`config.mk`:
```
export PLATFORM = sky130hd
export DESIGN_NAME = gpif_rd_ctrl
export DESIGN_NICKNAME = d
export VERILOG_FILES = /design/src/rtl/gpif_rd_pkg.sv /design/src/rtl/gpif_rd_ctrl.sv
export VERILOG_INCLUDE_DIRS = /design/src /design/src/rtl
export SDC_FILE = /design/constraint.sdc
export NUM_CORES = 1
export LEC_CHECK = 0
export ABC_AREA = 1
export BUFFER_PORTS_ARGS = -buffer_cell sky130_fd_sc_hd__buf_2
export CORE_MARGIN = 3
export CORE_UTILIZATION = 31
export CTS_BUF_LIST = sky130_fd_sc_hd__clkbuf_8
export DETAILED_ROUTE_END_ITERATION = 7
export SLEW_MARGIN = 20
export SYNTH_ARGS = -nofsm -noshare
export SYNTH_HDL_FRONTEND = slang
export SYNTH_SLANG_ARGS = --single-unit
```
`constraint.sdc`:
```
create_clock -name gpif_clk -period 2.5 [get_ports gpif_clk]
set_input_delay 0.375 -clock gpif_clk [delete_from_list [all_inputs] [get_ports gpif_clk]]
set_output_delay 0.375 -clock gpif_clk [all_outputs]
set_load 0.01 [all_outputs]
```
`src/rtl/gpif_consts.svh`:
```
`ifndef GPIF_CONSTS_SVH
`define GPIF_CONSTS_SVH

// clock crossing FIFOs for data and responses, 16 lines each.
`define GPIF_CDC_AW 4

// data line FIFO in the gpif domain. It is deep enough to hold whole packets.
`define GPIF_LINE_AW 10

// longest data burst the host may pull, in lines.
`define GPIF_BURST_DATA 256

// longest response burst. It is also the buffered level that clears the
// response empty flag.
`define GPIF_BURST_RESP 16

`endif

```
`src/rtl/gpif_rd_pkg.sv`:
```
package gpif_rd_pkg;

   // one line from the system side.
   // bit 17 is end of packet, bit 16 is start of packet, 15:0 the word.
   typedef logic [17:0] line_t;

   // word on the gpif bus.
   typedef logic [15:0] word_t;

   // complete data packets held in the gpif domain.
   typedef logic [7:0] pkt_cnt_t;

   // read strobes seen since gpif_rd went high.
   typedef logic [8:0] burst_cnt_t;

   // progress of a data burst.
   typedef enum logic [1:0] {
      rd_idle,
      rd_stream,
      rd_pad
   } rd_state_t;

endpackage

```
`src/rtl/gpif_rd_ctrl.sv`:
```
`timescale 1ns/10ps
`include "gpif_consts.svh"

module gpif_rd_ctrl (
   input  logic                  gpif_clk,
   input  logic                  gpif_rst,
   input  logic                  gpif_rd_i,
   input  logic                  gpif_ep_i,
   input  gpif_rd_pkg::line_t    in_line_i,
   input  logic                  in_move_i,
   input  gpif_rd_pkg::line_t    data_line_i,
   input  logic                  data_valid_i,
   output logic                  data_pop_o,
   input  gpif_rd_pkg::line_t    resp_line_i,
   input  logic                  resp_valid_i,
   input  logic [`GPIF_CDC_AW:0] resp_level_i,
   output logic                  resp_pop_o,
   output gpif_rd_pkg::word_t    gpif_data_o,
   output logic                  gpif_empty_d_o,
   output logic                  gpif_empty_c_o
);

   import gpif_rd_pkg::*;

   localparam int EOP = 17;
   localparam int SOP = 16;

   burst_cnt_t burst_cnt;
   pkt_cnt_t   pkt_cnt;
   rd_state_t  state;
   logic       data_room;
   logic       resp_room;
   logic       produce_eop;
   logic       consume_sop;
   word_t      data_word;
   word_t      resp_word;

   assign data_room = (burst_cnt < burst_cnt_t'(`GPIF_BURST_DATA));
   assign resp_room = (burst_cnt < burst_cnt_t'(`GPIF_BURST_RESP));

   assign data_pop_o = gpif_rd_i & ~gpif_ep_i & data_room & (state != rd_pad) & data_valid_i;
   assign resp_pop_o = gpif_rd_i & gpif_ep_i & resp_room & resp_valid_i;

   assign produce_eop = in_move_i & in_line_i[EOP];   // packet complete in line fifo.
   assign consume_sop = data_pop_o & data_line_i[SOP];

   assign data_word   = (state != rd_pad && data_valid_i) ? data_line_i[15:0] : '0;
   assign resp_word   = resp_valid_i ? resp_line_i[15:0] : '0;
   assign gpif_data_o = gpif_ep_i ? resp_word : data_word;

   // strobes in the current burst, held at the top.
   always_ff @(posedge gpif_clk) begin
      if (gpif_rst || !gpif_rd_i) begin
         burst_cnt <= '0;
      end else if (burst_cnt != '1) begin
         burst_cnt <= burst_cnt + 1'b1;
      end
   end

   always_ff @(posedge gpif_clk) begin
      if (gpif_rst || !gpif_rd_i) begin
         state <= rd_idle;
      end else begin
         case (state)
            rd_idle, rd_stream: begin
               if (data_pop_o && data_line_i[EOP]) begin
                  state <= rd_pad;   // rest of the burst is filler.
               end else if (data_pop_o) begin
                  state <= rd_stream;
               end
            end
            default: state <= rd_pad;
         endcase
      end
   end

   always_ff @(posedge gpif_clk) begin
      if (gpif_rst) begin
         pkt_cnt <= '0;
      end else if (produce_eop && !consume_sop) begin
         pkt_cnt <= pkt_cnt + 1'b1;
      end else if (consume_sop && !produce_eop) begin
         pkt_cnt <= pkt_cnt - 1'b1;
      end
   end

   always_ff @(posedge gpif_clk) begin
      if (gpif_rst) begin
         gpif_empty_d_o <= 1'b1;
         gpif_empty_c_o <= 1'b1;
      end else begin
         gpif_empty_d_o <= (pkt_cnt == '0);
         gpif_empty_c_o <= (resp_level_i < (`GPIF_CDC_AW+1)'(`GPIF_BURST_RESP));
      end
   end

   a_pkt_no_overflow: assert property (@(posedge gpif_clk) disable iff (gpif_rst)
      (pkt_cnt == '1) |-> !(produce_eop && !consume_sop));

   // host must not start a packet that has not fully arrived.
   a_pkt_no_underflow: assert property (@(posedge gpif_clk) disable iff (gpif_rst)
      (pkt_cnt == '0) |-> !(consume_sop && !produce_eop));

   // after an end line the burst only pads.
   a_pad_no_pop: assert property (@(posedge gpif_clk) disable iff (gpif_rst)
      (data_pop_o && data_line_i[EOP]) |=> !data_pop_o);

endmodule

```
==> summary.md <==
| Metric | Value |
|---|---|
| Tot Pwr | 867 uW |
| DR vias/cell | 4.59 |
| P_leak | 0.00106 uW |
| CTS sink cnt | 21 |
| Final hold vios | 0 |
| Critical path buffer and inverter count | 3 |
| Status | finished, final reports clean |
| Area of placed instances | 1900 sq um |
| Crit-path slowest cell | dfxtp_1 |
| Fin Setup TNS | 0 ns |
| First-pass GRT wire length | 5450 um |
| Setup Viol. Count Final | 0 |
| Nets | 372 |
| Post-synth EDFFs | 0 |
| Share of cells above drive strength 1 | 27.5% |
| Largest stage delay, worst path | 0.34 ns |
| Max-cap violation count | 0 |
| RD Place Congestion | 0.788 |
| Max Clk Rate | 445 MHz |
| RR Endpoint | pkt_cnt[7]$_SDFFE_PP0P_ |
| Cell with the most instances after synthesis | nand2_1 |
| H-Tree Level Count | 1 |
| Antenna Nets Post-Route | 0 |
| Core box area | 4530 sq um |
| Total track usage | 12.1% |
| I/O pins | 86 |
| CTS buffer count | 3 |
| Fill cell count | 471 |
| Setup crit end kind | flip-flop |
| Hold Path Class | in -> reg |
| Final Max Slew Viols | 0 |
| Fin worst setup slack | 0.252 ns |
| Post-route minimum period | 2.25 ns |
| Syn Inst Count | 231 |
| Syn Nets | 307 |
| Die Area | 5730 sq um |
| FF/Latch Area | 420 sq um |
| Worst path required time | 2.66 ns |
| Design area | 1940 sq um |
| Unique cell type count in the Yosys netlist | 28 |
| CTS tree | done |
| Maximum vdd drop | 0.255 mV |
| Post-CTS Resized | 0 |
| Remaining DRCs | 0 |
| Via count of the routed design | 1652 |
| Asr flop ratio synth | 0% |
| Hold Startpoint | resp_level_i[4] |
| Vias in the first global route | 1319 |
| CP arrival | 2.41 ns |
| Die H | 75.7 um |
| Top-area cell type share of the netlist area | 27.9% |
| Setup slack at placement | 0.0929 ns |
| R2R setup slack | 0.25 ns |
| Largest net degree at the start of global routing | 18 |
| Clk pin slew, worst setup/hold paths | 0.08 ns |
| PwrDens | 446 nW/um^2 |
| Critical path depth | 15 |
| Initial Util | 33.2% |
| Die width | 75.7 um |
| Post-Syn Area per Cell | 6.52 sq um |
| Post-CTS Setup Bufs | 0 |
| CTS root buf | clkbuf_8 |
| Cell mode on critical path | nand2_1 |
| Area occupied by multi-input gates | 935 sq um |
| Hold Path Depth | 2 |
| CTS max path bufs | 2 |
| Area leader, netlist | dfxtp_1 |
| Seq/Total Area, Yosys | 27.9% |
| Slew HR | 75.5% |
| Ys Warns | 0 |
| Yosys reg bits | 21 |
| Ranking of synthesized cells by area | dfxtp_1 (28%), nand2_1 (14%), nand3_1 (14%) |
| HPWL Detailed | 2990 um |
| Post-Syn Area | 1510 sq um |
| WHS Endpoint | gpif_empty_c_o$_SDFF_PP1_ |
| Slew at the pin closest to its max-slew limit | 0.367 ns |
| Critical-path cell list | inv_1 -> nand2_1 -> nand2_4 -> nor3_4 -> nand2_1 -> ha_1 -> inv_1 -> ha_1 -> or2_2 -> nand3_1 -> nand2_1 -> nand2_1 -> nand3_1 -> nand2_1 -> inv_1 |
| WL final | 3700 um |
| CP Class | reg -> reg |
| # rows | 24 |
| ANT cells | 0 |
| Top cells by count, synth | nand2_1 (56), nand3_1 (41), inv_1 (29) |
| Register-to-Register Path Depth | 15 |
| Initial drt markers | 35 |
| Clock latency on the worst-skew pair | 0.25 ns |
| Grt ovf | 0 |
| Crit share post-route | 89.9% |
| CTS Hold Bufs | 0 |
| Crit Reg-Reg Startpoint | state[0]$_SDFFE_PP0N_ |
| Port bufs | 62 |
| CP Max Fanout | 6 |
| Unrepaired setup endpoints after global routing | false |
| Wire length per cell | 10.3 um |
| Pre-Repair DR Iteration Count | 4 |
| Prevailing post-synth register cell | dfxtp_1 |
| Initial antenna violation count | 0 |
| Synthesis-to-layout area growth | 29.0% |
| Worst Skew | 0.00192 ns |
| Delay-heaviest family, CP | simple AND/OR/NAND/NOR gates |
| Critical Path Source Type | flip-flop |
-- cell usage in the layout (no fill, tap or decap), types with 2 or more instances in the layout --
| cell type | synthesis | layout |
|---|---|---|
| a21oi_1 | 9 | 9 |
| xor2_1 | 3 | 3 |
| nor3_1 | 5 | 5 |
| nand3b_1 | 4 | 4 |
| o211ai_1 | 2 | 2 |
| nand2_1 | 56 | 56 |
| inv_1 | 29 | 29 |
| nand3_1 | 41 | 41 |
| or2_2 | 2 | 2 |
| clkbuf_8 | 0 | 3 |
| buf_2 | 4 | 62 |
| nor2_2 | 2 | 2 |
| nor2_1 | 20 | 20 |
| o21ai_0 | 7 | 7 |
| ha_1 | 9 | 9 |
| dfxtp_1 | 21 | 21 |
| nor4_1 | 2 | 2 |
| buf_4 | 0 | 5 |
| nand4_1 | 3 | 3 |
-- state kept, by name, summed over array words and instances, names as in the netlist --
signal	count
burst_cnt	9
gpif_empty_c_o	1
gpif_empty_d_o	1
pkt_cnt	8
state	2
-- worst max path at each step --
stage / from / end / slack (ns)
floorplan: gpif_ep_i / pkt_cnt[7]$_SDFFE_PP0P_ / 0.09
global placement: gpif_ep_i / pkt_cnt[5]$_SDFFE_PP0P_ / 0.07
detailed placement: gpif_ep_i / pkt_cnt[7]$_SDFFE_PP0P_ / 0.09
CTS: state[0]$_SDFFE_PP0N_ / pkt_cnt[7]$_SDFFE_PP0P_ / 0.24
global route: state[0]$_SDFFE_PP0N_ / pkt_cnt[7]$_SDFFE_PP0P_ / 0.05
finish: state[0]$_SDFFE_PP0N_ / pkt_cnt[7]$_SDFFE_PP0P_ / 0.25
-- metrics by stage --
stage | instances | hold slack [ns] | utilization (%)
after CTS | 360 | 0.264 | 42.9
after floorplan | 231 | 0.421 | -
after detailed placement | 356 | 0.444 | 41.8
after global routing | 360 | 0.274 | 42.9
after global placement | 356 | 0.435 | 41.8
final | 360 | 0.272 | 42.9
-- cells by family (layout without fill, tap and decap cells) --
family	count (synthesis)	in the layout	synth area share (%)
AOI/OAI and AO/OA	20	20	7.22
xor gates and xnor gates	3	3	1.74
adders and majority gates	10	10	8.80
buffers and inverters	37	101	10.0
DFF	21	21	27.9
and+or+nand+nor	140	140	44.3
-- layout make-up --
| class | count | area share (%) |
|---|---|---|
| clock buffers | 3 | 2.12 |
| repair buffers | 67 | 17.9 |
| well taps | 65 | 4.19 |
| multi-input cells | 173 | 48.1 |
| clock inverters | 1 | 0.258 |
| flip-flops and latches | 21 | 21.6 |
| inverters | 30 | 5.80 |
-- power by group --
group,internal [uW],leakage (uW),total [uW],switching (uW)
Combinational,122,0.000864,277,154
Sequential,354,0.000172,371,17.3
Clock,111,0.0000255,219,108
Total,587,0.00106,867,280
-- routing by layer --
| layer | share of wire, % | vias to the layer above | GRT usage [%] |
|---|---|---|---|
| li1 | - | 882 | - |
| met3 | 8.4 | 2 | 1.85 |
| met2 | 43 | 59 | 22.3 |
| met5 | 0 | - | 0 |
| met1 | 48 | 709 | 14.5 |
| met4 | 0.54 | 0 | 2.91 |
(Power assumes the default switching activity.)
